File: config.mk
export PLATFORM = sky130hd
export DESIGN_NAME = key_field_select
export DESIGN_NICKNAME = d
export VERILOG_FILES = /design/src/source/phv_pkg.sv /design/src/source/key_field_select.sv
export VERILOG_INCLUDE_DIRS = /design/src /design/src/source
export SDC_FILE = /design/constraint.sdc
export NUM_CORES = 1
export LEC_CHECK = 0
export CELL_PAD_IN_SITES_DETAIL_PLACEMENT = 0
export CELL_PAD_IN_SITES_GLOBAL_PLACEMENT = 1
export CORE_AREA = 2 2 190 192
export CTS_BUF_LIST = sky130_fd_sc_hd__clkbuf_16
export CTS_CLUSTER_SIZE = 12
export DETAILED_ROUTE_END_ITERATION = 10
export DIE_AREA = 0 0 192 194
export DONT_BUFFER_PORTS = 1
export PLACE_DENSITY_LB_ADDON = 0.1
export SYNTH_ARGS = -nofsm -noshare
export SYNTH_HDL_FRONTEND = slang
export SYNTH_SLANG_ARGS = --single-unit
export TNS_END_PERCENT = 30
File: constraint.sdc
create_clock -name clk -period 1.1 [get_ports clk]
set_input_delay 0.22 -clock clk [delete_from_list [all_inputs] [get_ports clk]]
set_output_delay 0.22 -clock clk [all_outputs]
set_load 0.05 [all_outputs]
File: src/source/key_extract_consts.svh
`ifndef KEY_EXTRACT_CONSTS_SVH
`define KEY_EXTRACT_CONSTS_SVH

// ======================================================================
// datapath widths
// ======================================================================
`define CTRL_DATA_W   256
`define PHV_W         768
`define KEY_W         192
`define OFF_W         18
`define SEL_W         3
`define C6_W          48
`define C4_W          32
`define C2_W          16

// table geometry, address taken from vlan id bits 8:4
`define TBL_AW        5
`define VLAN_W        12
`define VLAN_ADDR_LSB 4

// ======================================================================
// control header layout
// ======================================================================
`define HDR_FLAG_LSB  64
`define HDR_MODID_LSB 112
`define HDR_RESV_LSB  120
`define HDR_INDEX_LSB 128

`define CTRL_FLAG     16'hf2f1
`define STAGE_ID      0
`define KEY_EX_ID     1

`endif

File: src/source/phv_pkg.sv
`include "key_extract_consts.svh"

package phv_pkg;

	typedef logic [`SEL_W-1:0] sel_t;

	// six container selectors, 6B pair first
	typedef struct packed {
		sel_t s6_0;
		sel_t s6_1;
		sel_t s4_0;
		sel_t s4_1;
		sel_t s2_0;
		sel_t s2_1;
	} off_entry_t;

	// 6B group on top, then 4B, then 2B
	typedef logic [`PHV_W-1:0] phv_t;

	typedef struct packed {
		logic [`C6_W-1:0] f6_0;
		logic [`C6_W-1:0] f6_1;
		logic [`C4_W-1:0] f4_0;
		logic [`C4_W-1:0] f4_1;
		logic [`C2_W-1:0] f2_0;
		logic [`C2_W-1:0] f2_1;
	} key_t;

endpackage

File: src/source/key_field_select.sv
`timescale 1ns/1ps

module key_field_select import phv_pkg::*; #(
	parameter int FIELD_W = 48
) (
	input  logic                    clk,
	input  logic                    rst_n,
	input  logic                    advance,
	input  logic [7:0][FIELD_W-1:0] group,
	input  sel_t                    sel,
	input  logic [FIELD_W-1:0]      mask,
	output logic [FIELD_W-1:0]      field
);

	// stage 2: one container out of eight, masked
	always_ff @(posedge clk or negedge rst_n) begin
		if (!rst_n) begin
			field <= '0;
		end else if (advance) begin
			field <= group[sel] & mask;
		end
	end

endmodule

==> impl_metrics.yaml <==
clock_network:
  htreeDepth: 2
  clk_pin_slew_ps: 80
  clk_path_buf_depth: 2
  cts-root-buf: "clkbuf_16"
  clkSinkCount: 48
  clock_latency_ps: 300
  cts_tree: "yes"
  cts_buffers: 5
timing:
  slew-limit-headroom_pct: 49.1
  hold_viol: 48
  skew_ps: 0
  max_freq_mhz: 850
  setup_viol: 30
  report.final.slew_viol_count: 0
  hold_slack_ps: -396
  fin_crit_sh_pct: 107
  worst_pin_slew_ps: 763
  rsz0062_at_grt: "yes"
  finalWorstSetupSlack_ps: -76.1
  period_minus_slack_ps: 1180
final_layout:
  final_area_um2: 6360
  final_nets: 996
  fillers: 3922
  syn2layout_area_growth_pct: 27.1
  instances_no_fill: 1020
  drive_above_1_share_pct: 14.2
  final_util_pct: 18.1
  largest_reg_flops: 48
  largestRegisters: "field x48"
  regMostFlops: "field"
place:
  place_ws_ps: -111
  dp_cells: 1006
  port_buffers: 0
  routabilityCongestion: 0.711
  hpwlAfterDp_um: 17400
  place_area_um2: 6110
synth:
  synth-edff-count: 0
  syn-num-nets: 975
  ys_warn_count: 0
  ys_seq_area_share_pct: 24.0
  synth.distinct_cells: 17
  async_reset_ff_share_pct: 100
  synth_seq_cells: 48
  synth_ff_type: "dfrtp_1"
  synth.area.top_cells: "mux2i_1 38%, dfrtp_1 24%, a32o_1 9.6%, a22oi_1 7.2%, nand2_1 7.2%"
  synth_area_um2: 5000
  synth_top_area_share_pct: 38.4
  yosys-top-cells-count: "192 x mux2i_1, 96 x nand2_1"
  synth.most_common_cell: "mux2i_1"
  syn_area_per_cell_um2: 9.32
  synth_area_leader_cell: "mux2i_1"
  postSynthCellCount: 537
setup_path:
  crit_fanout: 192
  startpoint_type: "input port"
  end_kind: "flop"
  critical_path_class: "in -> reg"
  reg2regPathDepth: 2
  cp.required_ps: 1290
  cp_data_arrival_time_ps: 1360
floorplanning:
  die-width_um: 192
  core-area_um2: 35200
  die_area_um2: 37200
  die_h_um: 194
  rows: 69
  initial_core_util_pct: 14.2
  io_pins: 486
global_route:
  antenna_found_initial: 1
  grt_max_degree: 193
  grt_usage_pct: 11.1
  grt_pass1_vias: 5142
  grt-ovfl-total: 0
  grt_pass1_wl_um: 30900
route:
  m1WireLength_um: 7890
  wl_met3_um: 1360
  postRouteAntennaNets: 0
  drt_first_pass_iters: 4
  vias_per_cell: 4.43
  drt_iter0_drc: 135
  maxUsedRoutingLayer: "met4"
  postRouteWirelength_um: 22100
  wire_per_inst_um: 21.7
  vias: 4518
  drcViolationCount: 0
  wl_met2_um: 12600
min_path:
  hp-class: "in -> async"
outcome:
  violations: "hold timing, setup timing"
  outcome: "complete, but fails checks"
power_and_ir_drop:
  total_leakage_power_nw: 2.78
  pwr_density_cell_nw_per_um2: 1020
  ir_worst_vdd_v: 0.000453
job:
  maxCapViolCount: 0
## stage by stage
step / TNS [ps] / power [mW]
floorplan: -5610 / 4.01
global placement: -1790 / 4.87
detailed placement: -2710 / 4.85
CTS: -825 / 6.62
global route: -1540 / 6.84
finish: -669 / 6.46
## layout by cell type, fill, tap and decap left out, drive strengths merged
cell,synthesis,layout
mux2i,192,192
nand2,96,96
buf,39,66
a22oi,48,48
a21oi,48,48
a32o,48,48
dfrtp,48,48
clkbuf,13,5
inv,1,2
diode,0,1
and2b,1,1
nor2b,1,1
and2,1,1
nor2,1,1
clkinv,0,1
## path summary, 6_finish.rpt
| check | from | endpoint | slack, ps |
|---|---|---|---|
| hold / removal | rst_n | field[43]$_DFFE_PN0P_ | -400 |
| hold reg to reg | field[19]$_DFFE_PN0P_ | field[19]$_DFFE_PN0P_ | 520 |
| setup / recovery | sel[0] | field[24]$_DFFE_PN0P_ | -80 |
| max in group asynchronous | rst_n | field[16]$_DFFE_PN0P_ | 1370 |
| min in group clk | group[46] | field[46]$_DFFE_PN0P_ | 200 |
| setup reg to reg | field[43]$_DFFE_PN0P_ | field[43]$_DFFE_PN0P_ | 230 |
## power by group
part / switching (mW) / total (mW) / leakage (nW) / internal, mW
sequential: 0.197 / 2.16 / 0.615 / 1.96
combinational: 1.40 / 2.71 / 2.09 / 1.31
clock: 0.779 / 1.60 / 0.0709 / 0.824
## logic make-up after synthesis
| kind of cell | count (synthesis) | synth area share (%) |
|---|---|---|
| compound gates | 144 | 21.6 |
| buf+inv | 53 | 8.27 |
| flops | 48 | 24.0 |
| mux | 192 | 38.4 |
| simple gates | 100 | 7.73 |
## routing by layer
metal / up-vias / global-route usage (%)
met5: - / 0
met4: 0 / 2.26
met3: 7 / 1.99
met2: 247 / 23.0
met1: 2165 / 11.2
li1: 2099 / -
## final cells by class
class | instances | area, um2 | area share (%)
Timing Repair Buffer | 66 | 1040 | 16.3
Tap cell | 461 | 577 | 9.06
Clock buffer | 5 | 125 | 1.97
Multi-Input combinational cell | 436 | 3400 | 53.5
Inverter | 1 | 3.75 | 0.0590
Clock inverter | 2 | 8.76 | 0.138
Sequential cell | 48 | 1200 | 18.9
Antenna cell | 1 | 2.50 | 0.0393
## timing repair
action                                  CTS  global route
endpoints found under the setup margin   48            46
hold endpoints to repair                 48            48
resized for setup                        19             1
buffers inserted                          2             4
## critical path, cell delays in order
cell	delay, ps
mux2i_1	340
buf_4	150
nand2_1	50
a32o_1	260
(Power assumes the default switching activity.)
