<file path="config.mk">
export PLATFORM = sky130hd
export DESIGN_NAME = key_assemble
export DESIGN_NICKNAME = d
export VERILOG_FILES = /design/src/source/phv_pkg.sv /design/src/source/key_assemble.sv
export VERILOG_INCLUDE_DIRS = /design/src /design/src/source
export SDC_FILE = /design/constraint.sdc
export NUM_CORES = 2
export LEC_CHECK = 0
export ABC_AREA = 1
export BUFFER_PORTS_ARGS = -buffer_cell sky130_fd_sc_hd__buf_2
export CAP_MARGIN = 15
export CORE_AREA = 2 2 758 760
export DETAILED_ROUTE_END_ITERATION = 10
export DIE_AREA = 0 0 760 762
export MAX_ROUTING_LAYER = met4
export PLACE_DENSITY_LB_ADDON = 0.2
export SLEW_MARGIN = 0
export SYNTH_ARGS = -nofsm -noshare
export SYNTH_HDL_FRONTEND = slang
export SYNTH_SLANG_ARGS = --single-unit
</file>
<file path="constraint.sdc">
create_clock -name clk -period 0.8 [get_ports clk]
set_clock_uncertainty 0.2 [all_clocks]
set_input_delay 0.12 -clock clk [delete_from_list [all_inputs] [get_ports clk]]
set_output_delay 0.12 -clock clk [all_outputs]
set_load 0.01 [all_outputs]
</file>
<file path="src/source/key_extract_consts.svh">
`ifndef KEY_EXTRACT_CONSTS_SVH
`define KEY_EXTRACT_CONSTS_SVH

// ======================================================================
// datapath widths
// ======================================================================
`define CTRL_DATA_W   256
`define PHV_W         768
`define KEY_W         192
`define OFF_W         18
`define SEL_W         3
`define C6_W          48
`define C4_W          32
`define C2_W          16

// table geometry, address taken from vlan id bits 8:4
`define TBL_AW        5
`define VLAN_W        12
`define VLAN_ADDR_LSB 4

// ======================================================================
// control header layout
// ======================================================================
`define HDR_FLAG_LSB  64
`define HDR_MODID_LSB 112
`define HDR_RESV_LSB  120
`define HDR_INDEX_LSB 128

`define CTRL_FLAG     16'hf2f1
`define STAGE_ID      0
`define KEY_EX_ID     1

`endif

</file>
<file path="src/source/phv_pkg.sv">
`include "key_extract_consts.svh"

package phv_pkg;

	typedef logic [`SEL_W-1:0] sel_t;

	// six container selectors, 6B pair first
	typedef struct packed {
		sel_t s6_0;
		sel_t s6_1;
		sel_t s4_0;
		sel_t s4_1;
		sel_t s2_0;
		sel_t s2_1;
	} off_entry_t;

	// 6B group on top, then 4B, then 2B
	typedef logic [`PHV_W-1:0] phv_t;

	typedef struct packed {
		logic [`C6_W-1:0] f6_0;
		logic [`C6_W-1:0] f6_1;
		logic [`C4_W-1:0] f4_0;
		logic [`C4_W-1:0] f4_1;
		logic [`C2_W-1:0] f2_0;
		logic [`C2_W-1:0] f2_1;
	} key_t;

endpackage

</file>
<file path="src/source/key_assemble.sv">
`timescale 1ns/1ps
`include "key_extract_consts.svh"

module key_assemble import phv_pkg::*; (
	input  logic             clk,
	input  logic             rst_n,
	input  logic             advance,
	input  phv_t             phv_q,
	input  logic             valid_q,
	input  logic [`C6_W-1:0] field_6b_0,
	input  logic [`C6_W-1:0] field_6b_1,
	input  logic [`C4_W-1:0] field_4b_0,
	input  logic [`C4_W-1:0] field_4b_1,
	input  logic [`C2_W-1:0] field_2b_0,
	input  logic [`C2_W-1:0] field_2b_1,
	output phv_t             phv_out,
	output logic             phv_valid_out,
	output key_t             key_out_masked,
	output logic             key_valid_out
);
	// phv copy riding alongside the field stage
	phv_t phv_d;
	logic valid_d;

	always_ff @(posedge clk or negedge rst_n) begin
		if (!rst_n) begin
			phv_d <= '0;
			valid_d <= 1'b0;
			phv_out <= '0;
			phv_valid_out <= 1'b0;
			key_out_masked <= '0;
			key_valid_out <= 1'b0;
		end else if (advance) begin
			phv_d <= phv_q;
			valid_d <= valid_q;
			// stage 3
			phv_out <= phv_d;
			phv_valid_out <= valid_d;
			key_out_masked <= {field_6b_0, field_6b_1, field_4b_0, field_4b_1,
				field_2b_0, field_2b_1};
			key_valid_out <= valid_d;
		end
	end

endmodule

</file>
==> flow_summary_export.csv <==
group,metric,value,unit
route,wl,402000,um
floorplanning,floorplan.rows,278,
power_and_ir_drop,vdd_ir_drop_max,1.78,mV
cts,tritoncts,"yes",
timing,fin_tns_setup,-1217.01,ns
cts,clock_insertion_delay_worst_skew,0.98,ns
cts,clk_transition_reported_paths,0.06,ns
synth,ys_types,6,
synth,netlist_area,0.0647,mm2
worst_setup_path,max_stage_delay,0.49,ns
cts,tritoncts_num_sinks,1730,
run,drv.max_cap_violation_count,0,
min_path,min_to,"phv_d[126]",
cts,cts_root_buf,"sky130_fd_sc_hd__clkbuf_16",
power_and_ir_drop,power.density,2180,mW/mm2
timing,hold_fails_final_rpt,1424,
power_and_ir_drop,clockPowerShare,0.415,
power_and_ir_drop,cellLeakagePower,60.4,nW
synth,asyncSetResetFlopFracSynth,1.00,
worst_setup_path,path_cells,"buf_6",
min_path,min_from,"advance",
min_path,worstHoldPathCells,4,
run_status,failed_checks,"negative hold slack, negative setup slack",
cts,postCtsHoldBufs,1604,
layout,layout-drive-gt1-share,0.268,
synth,synth_top_area_frac,0.669,
synth,compound_gate_fraction_of_synth_area,0,
layout,design.final.nets,12400,
power_and_ir_drop,pwr-share-seq,0.398,
power_and_ir_drop,combPwrFrac,0.187,
synth,synth_top_cells_by_area,"sky130_fd_sc_hd__dfrtp_1 (67%), sky130_fd_sc_hd__nand2_1 (30%), sky130_fd_sc_hd__buf_2 (2.9%), sky130_fd_sc_hd__clkbuf_1 (0.035%), sky130_fd_sc_hd__buf_4 (0.012%)",
synth,syn-instance-count,7306,
power_and_ir_drop,power.internal,181,mW
route,detail-route-antenna-nets,0,
synth,synth_fa_ha_area_frac,0,
route,dr_total_vias,63700,
synth,synth-warning-count,0,
timing,final_critical_path_setup_slack,-1.12,ns
timing,maxSlewViolCount,0,
grt,global_route_wire_length_before_repair,548000,um
place,buffer_ports.inserted,1925,
worst_setup_path,critPathTopFamily,"flip-flops",
layout,area_growth_syn_to_layout,81.9,%
synth,synthTopCellsByCount,"sky130_fd_sc_hd__nand2_1 (5,190), sky130_fd_sc_hd__dfrtp_1 (1,730), sky130_fd_sc_hd__buf_2 (378)",
grt,grt_util_all_layers,0.138,
route,via_per_inst,3.29,
worst_setup_path,timing.critical_path.required,0.48,ns
worst_setup_path,worst_r2r_startpoint,"phv_d[669]",
place,final_weighted_congestion_of_routability_driven_global_placement,0.903,
worst_setup_path,cp.buffers_inverters,1,
worst_setup_path,critPathArrivalTime,1.60,ns
power_and_ir_drop,total_power,257,mW
timing,worst_slew_margin_rel,0.496,
worst_setup_path,crit-reg2reg-capture,"phv_out[669]",
route,drt_iter0_drc,3723,
synth,synth_simple_gate_area_frac,0.301,
worst_setup_path,timing_worst_setup_path_type,"flop to output port",
timing,layout_worst_path_cycle_share,2.39,
worst_setup_path,worst_path_max_delay_cell,"sky130_fd_sc_hd__dfrtp_2",
timing,setup_violations,3762,
timing,fmax,522,MHz
grt,grt_start_max_net_pins,98,
route,drt_pre_antenna_iters,5,
synth,syn-mean-instance-area,8.86,um2
synth,yosysSeqAreaShare,0.669,
cts,tritoncts.num_buffers,230,
worst_setup_path,setup.worst_path.start_class,"flop",
run_status,status,"complete, but fails checks",
synth,synth_top_cell_by_area,"sky130_fd_sc_hd__dfrtp_1",
power_and_ir_drop,p_sw_frac,0.295,
floorplanning,die_w,760,um
timing,rsz0062_at_grt,"true",
grt,global_route.overflow_total,0,
floorplanning,initial_standard_cell_utilization_of_the_core,0.113,
synth,synth-edff-count,0,
place,hpwlAfterDp,325000,um
worst_setup_path,worst_r2r_path_depth,2,
floorplanning,floorplan.die_area,0.579,mm2
synth,synthFlopType,"sky130_fd_sc_hd__dfrtp_1",
route,wl_per_cell,20.7,um
grt,grt_pass1_vias,64900,
timing,hold_ws,-0.480,ns
worst_setup_path,worstSetupEndpointType,"output port",
synth,synth.net_count,8270,
power_and_ir_drop,total_switching_power,75.6,mW
worst_setup_path,crit_path_max_fanout,2,
timing,finalCriticalPeriod,1.92,ns
synth,combinational_family_with_the_most_area_after_synthesis,"simple AND/OR/NAND/NOR gates",
floorplanning,dieHeight,762,um
grt,grt_antenna_before_repair,232,
synth,synth_xor_xnor_area_share,0,
worst_setup_path,reg2reg_slack,-0.31,ns
route,drc,0,
timing,worstMarginPinSlew,0.757,ns
synth,post_synth_mux_area_share,0,
floorplanning,design.portCount,1926,
cts,cts-htree-levels,4,
floorplanning,core_area,0.571,mm2
synth,cell_with_the_most_instances_after_synthesis,"sky130_fd_sc_hd__nand2_1",
min_path,min_path_type,"input pin to flop",
synth,synth_seq_cells,1730,
cts,max-clock-path-buffers,4,
==> cell usage in the layout (no fill, tap or decap) <==
| cell | n |
|---|---|
| sky130_fd_sc_hd__clkinvlp_4 | 3 |
| sky130_fd_sc_hd__buf_4 | 670 |
| sky130_fd_sc_hd__bufinv_16 | 12 |
| sky130_fd_sc_hd__clkinv_4 | 4 |
| sky130_fd_sc_hd__clkinv_2 | 35 |
| sky130_fd_sc_hd__buf_2 | 1370 |
| sky130_fd_sc_hd__diode_2 | 159 |
| sky130_fd_sc_hd__dfrtp_1 | 1703 |
| sky130_fd_sc_hd__clkbuf_16 | 231 |
| sky130_fd_sc_hd__clkinv_8 | 1 |
| sky130_fd_sc_hd__dfrtp_2 | 27 |
| sky130_fd_sc_hd__buf_6 | 505 |
| sky130_fd_sc_hd__inv_16 | 2 |
| sky130_fd_sc_hd__clkinv_16 | 5 |
| sky130_fd_sc_hd__clkbuf_8 | 53 |
| sky130_fd_sc_hd__buf_12 | 192 |
| sky130_fd_sc_hd__inv_8 | 1 |
| sky130_fd_sc_hd__clkbuf_1 | 56 |
| sky130_fd_sc_hd__nand2_1 | 5190 |
| sky130_fd_sc_hd__inv_6 | 13 |
| sky130_fd_sc_hd__dlygate4sd3_1 | 1595 |
==> state kept, by name (all words and copies together), names as in the netlist <==
register and cells:
valid_d 1, phv_d 768, phv_out 768, key_out_masked 192
phv_valid_out 1
==> power by group through the flow <==
stage               clock [mW]  sequential (mW)  combinational, mW
finish                     106              102               47.9
global route               114              103               52.1
CTS                        111              102               46.7
detailed placement           0              103               36.1
global placement             0              103               36.1
floorplan                    0              104               10.1
==> how the worst max path moves through the flow <==
stage,from,endpoint,slack [ns],depth (start not counted)
after global placement,advance,phv_d[138],-0.92,5
after floorplan,advance,key_out_masked[0],-0.20,6
final,phv_out[632],phv_out[632],-1.12,1
after CTS,phv_out[632],phv_out[632],-1.24,1
after detailed placement,advance,phv_d[116],-0.92,5
after global routing,phv_out[632],phv_out[632],-1.20,1
==> cell families after synthesis <==
logic type	count (synthesis)
buf+inv	386
simple gates	5190
flops	1730
==> stage by stage <==
stage | cells | cell area [um2] | hold slack, ns | utilization | setup WS (ns)
global placement | 16900 | 87600 | -0.231 | 0.153 | -0.921
finish | 19400 | 118000 | -0.480 | 0.206 | -1.12
CTS | 19000 | 115000 | -0.601 | 0.201 | -1.24
floorplan | 7306 | 65300 | -0.376 | - | -0.198
global route | 19400 | 118000 | -0.516 | 0.206 | -1.20
detailed placement | 16900 | 87600 | -0.231 | 0.153 | -0.916
==> timing repair <==
item / CTS / global route
gates resized for setup: 626 / 421
endpoints found under the hold margin: 3460 / 1726
buffers inserted: 172 / 187
setup endpoints to repair: 1957 / 4019
==> metal layers <==
metal,share of wire,vias to the layer above,track usage
li1,-,30700,-
met2,0.46,1947,0.220
met5,0,-,-
met3,0.078,491,0.0435
met4,0.037,0,0.0419
met1,0.43,30600,0.167
==> final cells by class <==
| type | count | area, um2 |
|---|---|---|
| well taps | 7560 | 9460 |
| clock inverters | 75 | 895 |
| flip-flops and latches | 1730 | 43300 |
| multi-input cells | 5190 | 19500 |
| clock buffers | 340 | 6720 |
| diodes | 159 | 398 |
| inverters | 1 | 30.0 |
| fillers | 63900 | 453000 |
| repair buffers | 4332 | 37400 |
Power figures use the tool's default switching activity.
