==> config.mk <==
export PLATFORM = sky130hd
export DESIGN_NAME = ctrl_table_writer
export DESIGN_NICKNAME = d
export VERILOG_FILES = /design/src/source/phv_pkg.sv /design/src/source/ctrl_pkg.sv /design/src/source/ctrl_table_writer.sv
export VERILOG_INCLUDE_DIRS = /design/src /design/src/source
export SDC_FILE = /design/constraint.sdc
export NUM_CORES = 1
export LEC_CHECK = 0
export BUFFER_PORTS_ARGS = -buffer_cell sky130_fd_sc_hd__buf_2
export CAP_MARGIN = 20
export CORE_AREA = 5 5 280 282
export CTS_BUF_LIST = sky130_fd_sc_hd__clkbuf_4 sky130_fd_sc_hd__clkbuf_8
export DETAILED_ROUTE_END_ITERATION = 10
export DIE_AREA = 0 0 285 287
export HOLD_SLACK_MARGIN = 0.12
export SYNTH_ARGS = -nofsm -noshare
export SYNTH_HDL_FRONTEND = slang
export SYNTH_SLANG_ARGS = --single-unit
==> constraint.sdc <==
create_clock -name clk -period 6.4 [get_ports clk]
set_input_delay 0.64 -clock clk [delete_from_list [all_inputs] [get_ports clk]]
set_output_delay 0.64 -clock clk [all_outputs]
set_load 0.005 [all_outputs]
==> src/source/key_extract_consts.svh <==
`ifndef KEY_EXTRACT_CONSTS_SVH
`define KEY_EXTRACT_CONSTS_SVH

// ======================================================================
// datapath widths
// ======================================================================
`define CTRL_DATA_W   256
`define PHV_W         768
`define KEY_W         192
`define OFF_W         18
`define SEL_W         3
`define C6_W          48
`define C4_W          32
`define C2_W          16

// table geometry, address taken from vlan id bits 8:4
`define TBL_AW        5
`define VLAN_W        12
`define VLAN_ADDR_LSB 4

// ======================================================================
// control header layout
// ======================================================================
`define HDR_FLAG_LSB  64
`define HDR_MODID_LSB 112
`define HDR_RESV_LSB  120
`define HDR_INDEX_LSB 128

`define CTRL_FLAG     16'hf2f1
`define STAGE_ID      0
`define KEY_EX_ID     1

`endif

==> src/source/phv_pkg.sv <==
`include "key_extract_consts.svh"

package phv_pkg;

	typedef logic [`SEL_W-1:0] sel_t;

	// six container selectors, 6B pair first
	typedef struct packed {
		sel_t s6_0;
		sel_t s6_1;
		sel_t s4_0;
		sel_t s4_1;
		sel_t s2_0;
		sel_t s2_1;
	} off_entry_t;

	// 6B group on top, then 4B, then 2B
	typedef logic [`PHV_W-1:0] phv_t;

	typedef struct packed {
		logic [`C6_W-1:0] f6_0;
		logic [`C6_W-1:0] f6_1;
		logic [`C4_W-1:0] f4_0;
		logic [`C4_W-1:0] f4_1;
		logic [`C2_W-1:0] f2_0;
		logic [`C2_W-1:0] f2_1;
	} key_t;

endpackage

==> src/source/ctrl_pkg.sv <==
`include "key_extract_consts.svh"

package ctrl_pkg;

	import phv_pkg::*;

	// header beat, msb first
	typedef struct packed {
		logic [`CTRL_DATA_W-`HDR_INDEX_LSB-9:0]        rsvd_hi;
		logic [7:0]                                    index;
		logic [`HDR_INDEX_LSB-`HDR_RESV_LSB-5:0]       rsvd_pad;
		logic [3:0]                                    resv;
		logic [7:0]                                    mod_id;
		logic [`HDR_MODID_LSB-`HDR_FLAG_LSB-17:0]      rsvd_mid;
		logic [15:0]                                   flag;
		logic [`HDR_FLAG_LSB-1:0]                      rsvd_lo;
	} ctrl_hdr_t;

	typedef struct packed {
		off_entry_t                  ent;
		logic [`KEY_W-`OFF_W-1:0]    rsvd;
	} off_view_t;

	// upper 192 bits of a swapped data beat
	typedef union packed {
		off_view_t off;
		key_t      mask;
	} tbl_entry_u;

	typedef enum logic [1:0] {
		ST_IDLE,
		ST_WR_OFF,
		ST_WR_MASK,
		ST_FWD
	} ctrl_state_t;

endpackage

==> src/source/ctrl_table_writer.sv <==
`timescale 1ns/1ps
`include "key_extract_consts.svh"

module ctrl_table_writer import ctrl_pkg::*, phv_pkg::*; (
	input  logic                    clk,
	input  logic                    rst_n,
	input  logic [`CTRL_DATA_W-1:0] c_s_axis_tdata,
	input  logic                    c_s_axis_tvalid,
	input  logic                    c_s_axis_tlast,
	output logic [`CTRL_DATA_W-1:0] c_m_axis_tdata,
	output logic                    c_m_axis_tvalid,
	output logic                    c_m_axis_tlast,
	output logic                    tbl_we_off,
	output logic                    tbl_we_mask,
	output logic [`TBL_AW-1:0]      tbl_addr,
	output tbl_entry_u              tbl_entry
);
	ctrl_state_t             state;
	ctrl_hdr_t               hdr;
	logic [`CTRL_DATA_W-1:0] swapped;
	logic                    is_tbl;
	logic                    fwd_beat;
	logic                    first_beat;

	assign hdr = ctrl_hdr_t'(c_s_axis_tdata);

	// header addressed to this extractor and carrying at least one entry
	assign is_tbl = (hdr.mod_id[7:3] == 5'(`STAGE_ID)) &&
		(hdr.mod_id[2:0] == 3'(`KEY_EX_ID)) &&
		(hdr.flag == `CTRL_FLAG) && !c_s_axis_tlast;

	assign fwd_beat = c_s_axis_tvalid &&
		((state == ST_FWD) || (state == ST_IDLE && !is_tbl));

	// table data arrives little endian
	always_comb begin
		for (int b = 0; b < `CTRL_DATA_W/8; b++) begin
			swapped[8*b +: 8] = c_s_axis_tdata[`CTRL_DATA_W-8-8*b +: 8];
		end
	end

	// ==================================================================
	// pass-through of foreign packets
	// ==================================================================
	always_ff @(posedge clk or negedge rst_n) begin
		if (!rst_n) begin
			c_m_axis_tdata <= '0;
			c_m_axis_tvalid <= 1'b0;
			c_m_axis_tlast <= 1'b0;
		end else begin
			c_m_axis_tvalid <= fwd_beat;
			if (fwd_beat) begin
				c_m_axis_tdata <= c_s_axis_tdata;
				c_m_axis_tlast <= c_s_axis_tlast;
			end
		end
	end

	// ==================================================================
	// packet fsm and table writes
	// ==================================================================
	always_ff @(posedge clk or negedge rst_n) begin
		if (!rst_n) begin
			state <= ST_IDLE;
			tbl_we_off <= 1'b0;
			tbl_we_mask <= 1'b0;
			tbl_addr <= '0;
			tbl_entry <= '0;
			first_beat <= 1'b0;
		end else begin
			tbl_we_off <= 1'b0;
			tbl_we_mask <= 1'b0;
			case (state)
				ST_IDLE: begin
					if (c_s_axis_tvalid) begin
						if (is_tbl) begin
							tbl_addr <= hdr.index[`TBL_AW-1:0];
							first_beat <= 1'b1;
							// resv zero selects the offset table
							state <= (hdr.resv == 4'd0) ? ST_WR_OFF : ST_WR_MASK;
						end else if (!c_s_axis_tlast) begin
							state <= ST_FWD;
						end
					end
				end
				ST_WR_OFF, ST_WR_MASK: begin
					if (c_s_axis_tvalid) begin
						tbl_entry <= tbl_entry_u'(swapped[`CTRL_DATA_W-1 -: `KEY_W]);
						tbl_we_off <= (state == ST_WR_OFF);
						tbl_we_mask <= (state == ST_WR_MASK);
						first_beat <= 1'b0;
						// first entry lands on the header index
						if (!first_beat) begin
							tbl_addr <= tbl_addr + `TBL_AW'(1);
						end
						if (c_s_axis_tlast) begin
							state <= ST_IDLE;
						end
					end
				end
				ST_FWD: begin
					if (c_s_axis_tvalid && c_s_axis_tlast) begin
						state <= ST_IDLE;
					end
				end
				default: begin
					state <= ST_IDLE;
				end
			endcase
		end
	end

endmodule

==> results of run 1 <==
[power by group through the flow]
stage	combinational, mW	sequential [mW]	clock (mW)
floorplan	2.22	5.27	0
global placement	4.61	5.15	0
detailed placement	4.73	5.21	0
CTS	4.74	5.19	2.96
global route	5.03	5.36	3.10
finish	4.62	5.18	2.84
[critical path, stage by stage]
cell      delay, ns
buf_2          0.13
nor4bb_1       0.34
nand4_1        0.25
or4_4          0.64
o21ai_4        0.23
inv_8          0.18
buf_12         0.38
mux2_1         0.41
[what timing repair did]
item	CTS	global route
setup buffers	0	0
endpoints found under the hold margin	42	0
hold buffers	8	0
[state kept, by name, indices dropped and copies added, names as in the netlist]
| name | count |
|---|---|
| c_m_axis_tdata | 256 |
| c_m_axis_tlast | 1 |
| c_m_axis_tvalid | 1 |
| first_beat | 1 |
| state | 2 |
| tbl_addr | 5 |
| tbl_entry | 192 |
| tbl_we_mask | 1 |
| tbl_we_off | 1 |
[per-stage QoR]
step	util (%)	power [mW]	worst slack, ns	cells	hold WS [ns]
3_5_place_dp	29.1	9.94	2.85	2671	0.469
5_1_grt	31.5	13.5	3.36	2821	0.130
6_report	31.5	12.6	3.48	2821	0.219
3_3_place_gp	29.1	9.76	2.92	2671	0.462
4_1_cts	31.5	12.9	3.52	2818	0.120
2_1_floorplan	-	7.49	3.63	1020	0.344
[logic make-up (layout without fill, tap and decap cells)]
family	after synthesis	count (layout)	synth area share, %
AO/OA/AOI/OAI	15	15	0.609
multiplexers	455	455	29.7
adder cells (fa/ha/maj)	5	5	0.363
AND/OR/NAND/NOR	27	27	0.900
flip-flops	460	460	66.7
XOR/XNOR	3	3	0.152
other	0	3	0
buffers and inverters	55	875	1.54
[final cells by class]
type,instances,area (sq um)
timing repair buffer,731,3780
clock inverter,15,170
inverter,5,26.3
antenna,3,7.51
tap,978,1220
clock buffer,124,1550
sequential,460,11500
fill,7584,51700
multi-input combinational,505,5480
[per-layer routing]
metal | share of wire, % | vias up | routed length (um)
met4 | 3.3 | 2 | 1690
met1 | 36 | 5857 | 18400
met3 | 9.4 | 103 | 4820
met5 | 0.025 | - | 13
met2 | 51 | 511 | 26300
li1 | - | 5159 | -
[layout by cell type, fill, tap and decap left out, drive strengths merged, types with 5 or more instances in the layout]
cell type	instances
a21oi	5
buf	723
clkbuf	124
clkinv	9
dfrtp	460
dlygate4sd3	8
ha	5
inv	7
mux2	454
nand2	5
nor2	6
[path summary, 6_finish.rpt]
kind                       slack (ns)  cells past startpoint                              end
max in group asynchronous        4.31                      3  c_m_axis_tdata[241]$_DFFE_PN0P_
hold reg to reg                  0.48                      1    c_m_axis_tdata[9]$_DFFE_PN0P_
hold / removal                   0.22                      2   c_m_axis_tdata[45]$_DFFE_PN0P_
setup reg to reg                 3.53                      7  c_m_axis_tdata[227]$_DFFE_PN0P_
min in group asynchronous        0.73                      2         tbl_entry[6]$_DFFE_PN0P_
setup / recovery                 3.48                      8  c_m_axis_tdata[111]$_DFFE_PN0P_
==> flow_metrics.tcl, run 1 <==
set metrics [dict create \
    placement.io_buffers 716 \
    clock_tree.buffer_depth 3 \
    grt_antenna_before_repair 6 \
    fp.coreArea_sq_mm 0.0754 \
    async_flop_share_pct 100 \
    worstHoldPathType "input pin to register" \
    die-area_sq_mm 0.0818 \
    ir_drop_mv 0.282 \
    maximum_capacitance_violations 0 \
    setup-tns-final_ns 0 \
    tritoncts "done" \
    drt_wl_total_um 51200 \
    worst_setup_path_startpoint "c_s_axis_tlast" \
    post_synthesis_cell_type_with_the_largest_combined_area "dfrtp_1" \
    drtIter0Drc 270 \
    static-leakage-power_nw 11.3 \
    critPathMaxFanout 112 \
    clkTransAtPathRegs_ns 0.06 \
    grt_first_pass_wirelength_um 77500 \
    fin_worst_skew_ns 0.0451 \
    worst-setup-path-type "input pin to register" \
    finalSetupViolCount 0 \
    timing.final.crit_share_pct 45.6 \
    met1_usage_pct 12.5 \
    drv_slew 0 \
    synth.cell_area_sq_mm 0.0172 \
    crit_path_dat_ns 3.44 \
    synthesized_instance_count 1020 \
    first_pass_iters 4 \
    mappedNetlistNets 1285 \
    synth_top_flop_cell "dfrtp_1" \
    cts_num_sinks 460 \
    cts_htree_levels 3 \
    grt_start_max_net_pins 142 \
    gp_routability_congestion 0.830 \
    place_area_sq_mm 0.0219 \
    worst_pin_slew_ns 1.02 \
    top_level_ports 717 \
    final_period_minus_worst_setup_slack_ns 2.92 \
    root_buffer "clkbuf_8" \
    first_global_vias 13000 \
    endpoint_kind "register" \
    grt_use_total_pct 11.9 \
    seq_area_frac_synth_pct 66.7 \
    yosys-top-cells-area "dfrtp_1 (67%), mux2_2 (20%), mux2_1 (9.7%), clkbuf_1 (0.50%), buf_4 (0.48%)" \
    slew-limit-headroom_pct 32.0 \
    cts_buffers 81 \
    area_growth_from_synthesis_to_final_layout_pct 37.7 \
    finish.net_count 2049 \
    rsz0062_at_grt "no" \
    power_frac_comb_pct 36.5 \
    avgSynthCellArea_sq_um 16.9 \
    pwr-share-seq_pct 41.0 \
    fp-row-count 101 \
    portion_of_synthesized_cell_area_occupied_by_the_leading_cell_type_pct 66.7 \
    finalHoldViolations 0 \
    route.detailed.vias_per_inst 4.12 \
    timing.fmax_ghz 0.343 \
    met3_layer_usage_reported_by_global_route_pct 4.78 \
    post-route-cell-area_sq_mm 0.0237 \
    power.density_mw_per_mm2 532 \
    grt.met2_usage_pct 21.2 \
    yosysUniqueCellTypes 37 \
    clock_power_share_pct 22.5 \
    synth_seq_cells 460 \
    post_cts_resize_count 0 \
    crit_path_start_kind "input pin" \
    drive_gt1_share_pct 63.6 \
    fp.dieW_um 285 \
    synth_warnings 0 \
    hold_start "c_s_axis_tdata[45]" \
    die_h_um 287 \
    most_repeated_cell_in_the_gate_level_netlist_after_synthesis "dfrtp_1" \
    start_util_pct 22.9 \
    worstSkewPairLatency_ns 0.65 \
    status "finished, final reports clean" \
    count_of_flip_flops_with_a_built_in_enable_after_synthesis 0 \
    dp.final_hpwl_um 37700 \
    grt-ovfl-total 0 \
    total_switching_power_mw 4.04 \
    detailroute.via_count 11600 \
    highest_utilization_routing_layer_at_the_global_route_stage "met2" \
    worstReg2RegStart "state[0]$_DFFE_PN0P_" \
    ant_nets 0 \
    swShare_pct 32.0 \
    synth_commonest_cells "dfrtp_1 (460), mux2_2 (305), mux2_1 (149)" \
    cp_data_required_time_ns 6.92 \
    avgRoutedWirePerCell_um 18.1 \
    drt_drc_violations_left 0 \
    internal_power_mw 8.59 \
]
(Power assumes the default switching activity.)
==> run 2: changes to the inputs <==
==> constraint.sdc (replaced) <==
create_clock -name clk -period 2.75 [get_ports clk]
set_input_delay 0.275 -clock clk [delete_from_list [all_inputs] [get_ports clk]]
set_output_delay 0.275 -clock clk [all_outputs]
set_load 0.005 [all_outputs]
==> flow_metrics.tcl, run 2 (synthesis results as in run 1) <==
set metrics [dict create \
    finish.net_count 2352 \
    status "finished, final reports clean" \
    grt_use_total_pct 13.0 \
    finalHoldViolations 0 \
    setup.reg_to_reg.worst_slack_ns 0.52 \
    ant_nets 0 \
    critPathMaxFanout 23 \
    cts_htree_levels 3 \
    tritoncts "done" \
    die-area_sq_mm 0.0818 \
    area_growth_from_synthesis_to_final_layout_pct 55.7 \
    crit_path_start_kind "input pin" \
    crit_chain "dlygate4sd3_1, buf_2, nor4bb_2, nand4_1, or4_4, o21ai_4, buf_4, buf_12, mux2_2" \
    fin_worst_skew_ns 0.0324 \
    regMostFlops "c_m_axis_tdata" \
    cp_data_required_time_ns 3.26 \
    worstHoldPathType "input pin to async pin" \
    worstSkewPairLatency_ns 0.65 \
    first_global_vias 14700 \
    gp_routability_congestion 0.836 \
    placed_cells 2723 \
    route.detailed.vias_per_inst 4.10 \
    static-leakage-power_nw 12.7 \
    fin_util_pct 35.6 \
    detailroute.via_count 12800 \
    ir_drop_mv 0.605 \
    grt-ovfl-total 0 \
    power.total_mw 30.7 \
    timing.final.crit_share_pct 97.8 \
    first_pass_iters 6 \
    post-route-cell-area_sq_mm 0.0268 \
    final_common_cell "buf_2" \
    drv_slew 0 \
    largest_reg_flops 256 \
    grt_antenna_before_repair 1 \
    fp-row-count 101 \
    layout.cells.non_filler 3129 \
    critical_path.n_buffers_inverters 4 \
    drt_wl_total_um 55500 \
    fp.coreArea_sq_mm 0.0754 \
    n_fill_cell 7179 \
    cts.repair_timing.setup_buffer_count 0 \
    finalSetupViolCount 0 \
    clock_tree.buffer_depth 3 \
    root_buffer "clkbuf_8" \
    drtIter0Drc 273 \
    crit_path_max_incr_delay_ns 0.60 \
    avgRoutedWirePerCell_um 17.7 \
    timing.critical_path.max_delay_family "simple AND/OR/NAND/NOR gates" \
    place_area_sq_mm 0.0224 \
    endpoint_kind "register" \
    dp.final_hpwl_um 40200 \
    drt_drc_violations_left 0 \
    rr_worst_depth 6 \
    grt_first_pass_wirelength_um 85700 \
    top_level_ports 717 \
    largestRegisters "c_m_axis_tdata: 256 flops, tbl_entry: 192 flops, tbl_addr: 5 flops" \
    drive_gt1_share_pct 57.3 \
    die_h_um 287 \
    layout.area.seq_sq_mm 0.0115 \
    final_period_minus_worst_setup_slack_ns 2.69 \
    fp.dieW_um 285 \
    cts_num_sinks 460 \
    slew-limit-headroom_pct 52.2 \
    crit_path_dat_ns 3.20 \
    multi_input_comb_area_sq_mm 0.00549 \
    cts_buffers 81 \
    rsz0062_at_grt "no" \
    timing.fmax_ghz 0.372 \
    crit-reg2reg-capture "tbl_entry[12]$_DFFE_PN0P_" \
    maximum_capacitance_violations 0 \
    power.density_mw_per_mm2 1140 \
    critPathSlowestCell "or4_4" \
    grt_start_max_net_pins 76 \
    worstReg2RegStart "state[0]$_DFFE_PN0P_" \
    placement.io_buffers 716 \
    clkTransAtPathRegs_ns 0.05 \
    final_cell_mix "buf_2 (715), dfrtp_1 (460), mux2_2 (305)" \
    start_util_pct 22.9 \
    worst_pin_slew_ns 0.718 \
    worst-setup-path-type "input pin to register" \
]
==> run 2: changes by cell type in the layout (fill, tap and decap cells not counted), sizes merged <==
cell / previous run / this run
dlygate4sd3: 8 / 259
bufinv: 2 / 3
diode: 3 / 1
clkinvlp: 2 / 1
inv: 7 / 8
clkbuf: 124 / 129
clkinv: 9 / 10
buf: 723 / 775
==> run 2: final cells by class <==
| cell class | count | area share, % |
|---|---|---|
| tap | 978 | 4.56 |
| multi-input combinational | 505 | 20.4 |
| inverter | 5 | 0.0979 |
| sequential | 460 | 42.9 |
| clock buffer | 129 | 6.03 |
| antenna | 1 | 0.00932 |
| timing repair buffer | 1034 | 25.2 |
| clock inverter | 17 | 0.750 |
==> run 2: where the power goes <==
part | total (mW) | internal [mW] | switching (mW) | leakage [nW]
clock network | 6.95 | 4.04 | 2.90 | 0.967
logic | 11.6 | 6.50 | 5.08 | 6.29
registers | 12.1 | 10.3 | 1.85 | 5.41
==> run 2: per-stage QoR <==
step	hold WS, ns	setup TNS [ns]	worst slack, ns
5_1_grt	0.241	0	0.0757
6_report	0.256	0	0.0602
4_1_cts	0.195	0	0.0866
3_5_place_dp	0.336	-4.03	-0.0966
3_3_place_gp	0.333	-0.784	-0.0372
2_1_floorplan	-0.0206	0	0.346
==> run 2: metal layers <==
metal,GRT usage (%),wire length [um]
met3,3.97,4170
met1,14.1,20700
met2,23.8,28700
met4,5.30,1880
met5,0,0
==> run 2: timing repair <==
item / 4_1_cts / 5_1_grt
endpoints found under the hold margin: 737 / 0
resized for setup: 0 / 1
hold buffers: 259 / 0
setup endpoints to repair: 0 / 7
==> run 2: worst max-delay path by stage <==
stage | startpoint | endpoint | slack, ns | cells past startpoint
final | c_s_axis_tlast | c_m_axis_tdata[186]$_DFFE_PN0P_ | 0.06 | 9
after global routing | c_s_axis_tdata[115] | c_m_axis_tdata[184]$_DFFE_PN0P_ | 0.08 | 9
after CTS | c_s_axis_tlast | c_m_axis_tdata[73]$_DFFE_PN0P_ | 0.09 | 9
after detailed placement | c_s_axis_tlast | c_m_axis_tdata[183]$_DFFE_PN0P_ | -0.1 | 8
after global placement | c_s_axis_tlast | c_m_axis_tdata[186]$_DFFE_PN0P_ | -0.04 | 8
after floorplan | c_s_axis_tdata[66] | c_m_axis_tdata[100]$_DFFE_PN0P_ | 0.35 | 7
==> run 2: worst reg2reg max path, stage by stage (launching register included) <==
cell and delay, ns:
dfrtp_1 0.40, inv_1 0.08, ha_1 0.52, nand2_4 0.19
buf_12 0.18, buf_12 0.29, mux2_2 0.47
==> run 3: changes to the inputs <==
--- a/config.mk
+++ b/config.mk
@@ -6,13 +6,13 @@
 export SDC_FILE = /design/constraint.sdc
 export NUM_CORES = 1
 export LEC_CHECK = 0
+export ABC_AREA = 1
 export BUFFER_PORTS_ARGS = -buffer_cell sky130_fd_sc_hd__buf_2
 export CAP_MARGIN = 20
-export CORE_AREA = 5 5 280 282
+export CORE_AREA = 3 3 275 277
 export CTS_BUF_LIST = sky130_fd_sc_hd__clkbuf_4 sky130_fd_sc_hd__clkbuf_8
 export DETAILED_ROUTE_END_ITERATION = 10
-export DIE_AREA = 0 0 285 287
-export HOLD_SLACK_MARGIN = 0.12
+export DIE_AREA = 0 0 278 280
 export SYNTH_ARGS = -nofsm -noshare
 export SYNTH_HDL_FRONTEND = slang
 export SYNTH_SLANG_ARGS = --single-unit
==> flow_metrics.tcl, run 3 <==
set metrics [dict create \
    status "finished, final reports clean" \
    fp-row-count 99 \
    synthesized_instance_count 1650 \
    cts_buffers 79 \
    finalHoldViolations 0 \
    n_fill_cell 7153 \
    endpoint_kind "register" \
    grt_first_pass_wirelength_um 98600 \
    largest_reg_flops 256 \
    final_common_cell "buf_2" \
    cts.repair_timing.setup_buffer_count 0 \
    detailroute.via_count 16000 \
    finish.net_count 2919 \
    clock_tree.buffer_depth 3 \
    avgRoutedWirePerCell_um 17.6 \
    crit_path_start_kind "input pin" \
    async_flop_share_pct 100 \
    synth.cell_area_sq_mm 0.0180 \
    tritoncts "done" \
    dp.final_hpwl_um 44400 \
    timing.fmax_ghz 0.407 \
    synth_commonest_cells "nand2_1 (566), dfrtp_1 (460), nand3_1 (263)" \
    count_of_flip_flops_with_a_built_in_enable_after_synthesis 0 \
    static-leakage-power_nw 14.2 \
    drt_drc_violations_left 0 \
    largestRegisters "c_m_axis_tdata: 256 flops, tbl_entry: 192 flops, tbl_addr: 5 flops" \
    drive_gt1_share_pct 40.4 \
    seq_area_frac_synth_pct 63.9 \
    crit_path_max_incr_delay_ns 0.56 \
    rsz0062_at_grt "no" \
    final_period_minus_worst_setup_slack_ns 2.46 \
    worst-setup-path-type "input pin to register" \
    area_growth_from_synthesis_to_final_layout_pct 50.5 \
    placement.io_buffers 716 \
    finalSetupViolCount 0 \
    final_cell_mix "buf_2 (714), nand2_1 (565), dfrtp_1 (460)" \
    fin_worst_skew_ns 0.0362 \
    fp.dieW_um 278 \
    portion_of_synthesized_cell_area_occupied_by_the_leading_cell_type_pct 63.9 \
    start_util_pct 24.7 \
    ant_nets 0 \
    drt_wl_total_um 64600 \
    grt-ovfl-total 0 \
    synth_top_flop_cell "dfrtp_1" \
    yosysUniqueCellTypes 17 \
    cts_htree_levels 3 \
    synth_seq_cells 460 \
    clkTransAtPathRegs_ns 0.06 \
    crit_chain "dlygate4sd3_1, buf_2, nand2_1, nor2_1, nand2_1, nor2_1, nand2_1, nand2_4, nand2_8, buf_4, nand3_1, nand2_1" \
    root_buffer "clkbuf_8" \
    route.detailed.vias_per_inst 4.37 \
    critPathMaxFanout 74 \
    ir_drop_mv 0.642 \
    multi_input_comb_area_sq_mm 0.00580 \
    crit_path_dat_ns 2.97 \
    die-area_sq_mm 0.0778 \
    gp_routability_congestion 0.807 \
    cp_data_required_time_ns 3.27 \
    timing.final.crit_share_pct 89.4 \
    top_level_ports 717 \
    worst_pin_slew_ns 0.900 \
    mappedNetlistNets 1915 \
    synth_warnings 0 \
    cts_num_sinks 460 \
    yosys-top-cells-area "dfrtp_1 (64%), nand2_1 (12%), mux2_2 (11%), nand3_1 (7.3%), buf_6 (1.5%)" \
    die_h_um 280 \
    maximum_capacitance_violations 0 \
    grt_start_max_net_pins 113 \
    drv_slew 0 \
    first_global_vias 16800 \
    avgSynthCellArea_sq_um 10.9 \
    first_pass_iters 4 \
    fp.coreArea_sq_mm 0.0731 \
    worstSkewPairLatency_ns 0.64 \
    grt_use_total_pct 16.1 \
    layout.area.seq_sq_mm 0.0115 \
    critPathSlowestCell "dlygate4sd3_1" \
    regMostFlops "c_m_axis_tdata" \
    power.total_mw 30.8 \
    worst_path_most_repeated_cell "nand2_1" \
    setup-tns-final_ns 0 \
    grt_antenna_before_repair 2 \
    slew-limit-headroom_pct 40.0 \
    worstHoldPathType "input pin to register" \
    post_synthesis_cell_type_with_the_largest_combined_area "dfrtp_1" \
    power.density_mw_per_mm2 1130 \
    drtIter0Drc 817 \
    most_repeated_cell_in_the_gate_level_netlist_after_synthesis "nand2_1" \
]
run 3: cell count changes in the layout (fill, tap and decap cells not counted), sizes merged, moves of 5 or more:
cell	previous run	this run
clkbuf	129	118
nand3	3	263
a21oi	5	0
nand4	1	6
nand2	5	569
nor2	6	12
mux2	454	179
o21ai	3	22
inv	8	26
run 3: layer usage:
| metal | vias up | track usage (%) | routed length [um] |
|---|---|---|---|
| li1 | 7425 | - | - |
| met1 | 7761 | 18.8 | 25400 |
| met2 | 689 | 27.1 | 31200 |
| met3 | 174 | 4.70 | 4910 |
| met4 | 0 | 7.95 | 3130 |
| met5 | - | 0 | 0 |
run 3: critical path: cells and delay by family:
family	cells	cell delay (ns)
simple gates	9	1.51
buf+inv	3	1.05
run 3: area by class of cell:
type,instances,area share [%]
sequential,460,42.5
clock inverter,20,0.572
inverter,23,0.318
clock buffer,118,5.57
antenna,1,0.00923
timing repair buffer,1031,25.3
tap,959,4.43
multi-input combinational,1059,21.4
run 3: final timing paths:
path	start	end	slack, ns	depth (start not counted)
hold reg to reg	c_m_axis_tdata[104]$_DFFE_PN0P_	c_m_axis_tdata[104]$_DFFE_PN0P_	0.46	2
setup / recovery	c_s_axis_tdata[64]	c_m_axis_tdata[118]$_DFFE_PN0P_	0.29	12
setup reg to reg	state[0]$_DFFE_PN0P_	c_m_axis_tdata[118]$_DFFE_PN0P_	0.54	7
max in group asynchronous	rst_n	tbl_entry[180]$_DFFE_PN0P_	1.59	4
min in group asynchronous	rst_n	c_m_axis_tdata[228]$_DFFE_PN0P_	0.24	2
hold / removal	c_s_axis_tlast	c_m_axis_tlast$_DFFE_PN0P_	0.19	4
run 3: kinds of logic (layout without fill, tap and decap cells):
family                     Yosys count  after routing  share of synthesized area (%)
other                                0              1                              0
and+or+nand+nor                    850            850                           19.7
muxes                              179            179                           11.2
buffers and inverters              131           1192                           4.10
DFF                                460            460                           63.9
AOI/OAI and AO/OA                   22             22                          0.611
adders and majority gates            5              5                          0.347
xor gates and xnor gates             3              3                          0.146
run 3: power breakdown:
group	internal [mW]	switching (mW)	total (mW)
Combinational	5.73	6.62	12.3
Clock	3.63	2.87	6.50
Sequential	10.2	1.76	11.9
Total	19.5	11.3	30.8
run 3: through the flow:
| stage | instance area (sq um) | setup WS [ns] | utilization [%] | instances | hold WS (ns) |
|---|---|---|---|---|---|
| floorplan | 18000 | 0.865 | - | 1650 | -0.0206 |
| detailed placement | 22900 | 0.0885 | 31.3 | 3274 | 0.321 |
| global placement | 22900 | 0.119 | 31.3 | 3274 | 0.319 |
| global route | 27100 | 0.138 | 37.1 | 3670 | 0.161 |
| CTS | 27100 | 0.274 | 37.1 | 3670 | 0.146 |
| finish | 27100 | 0.292 | 37.1 | 3671 | 0.188 |
run 3: repair_timing:
item,4_1_cts,5_1_grt
hold buffers,258,0
hold endpoints to repair,512,0
gates resized for setup,0,0
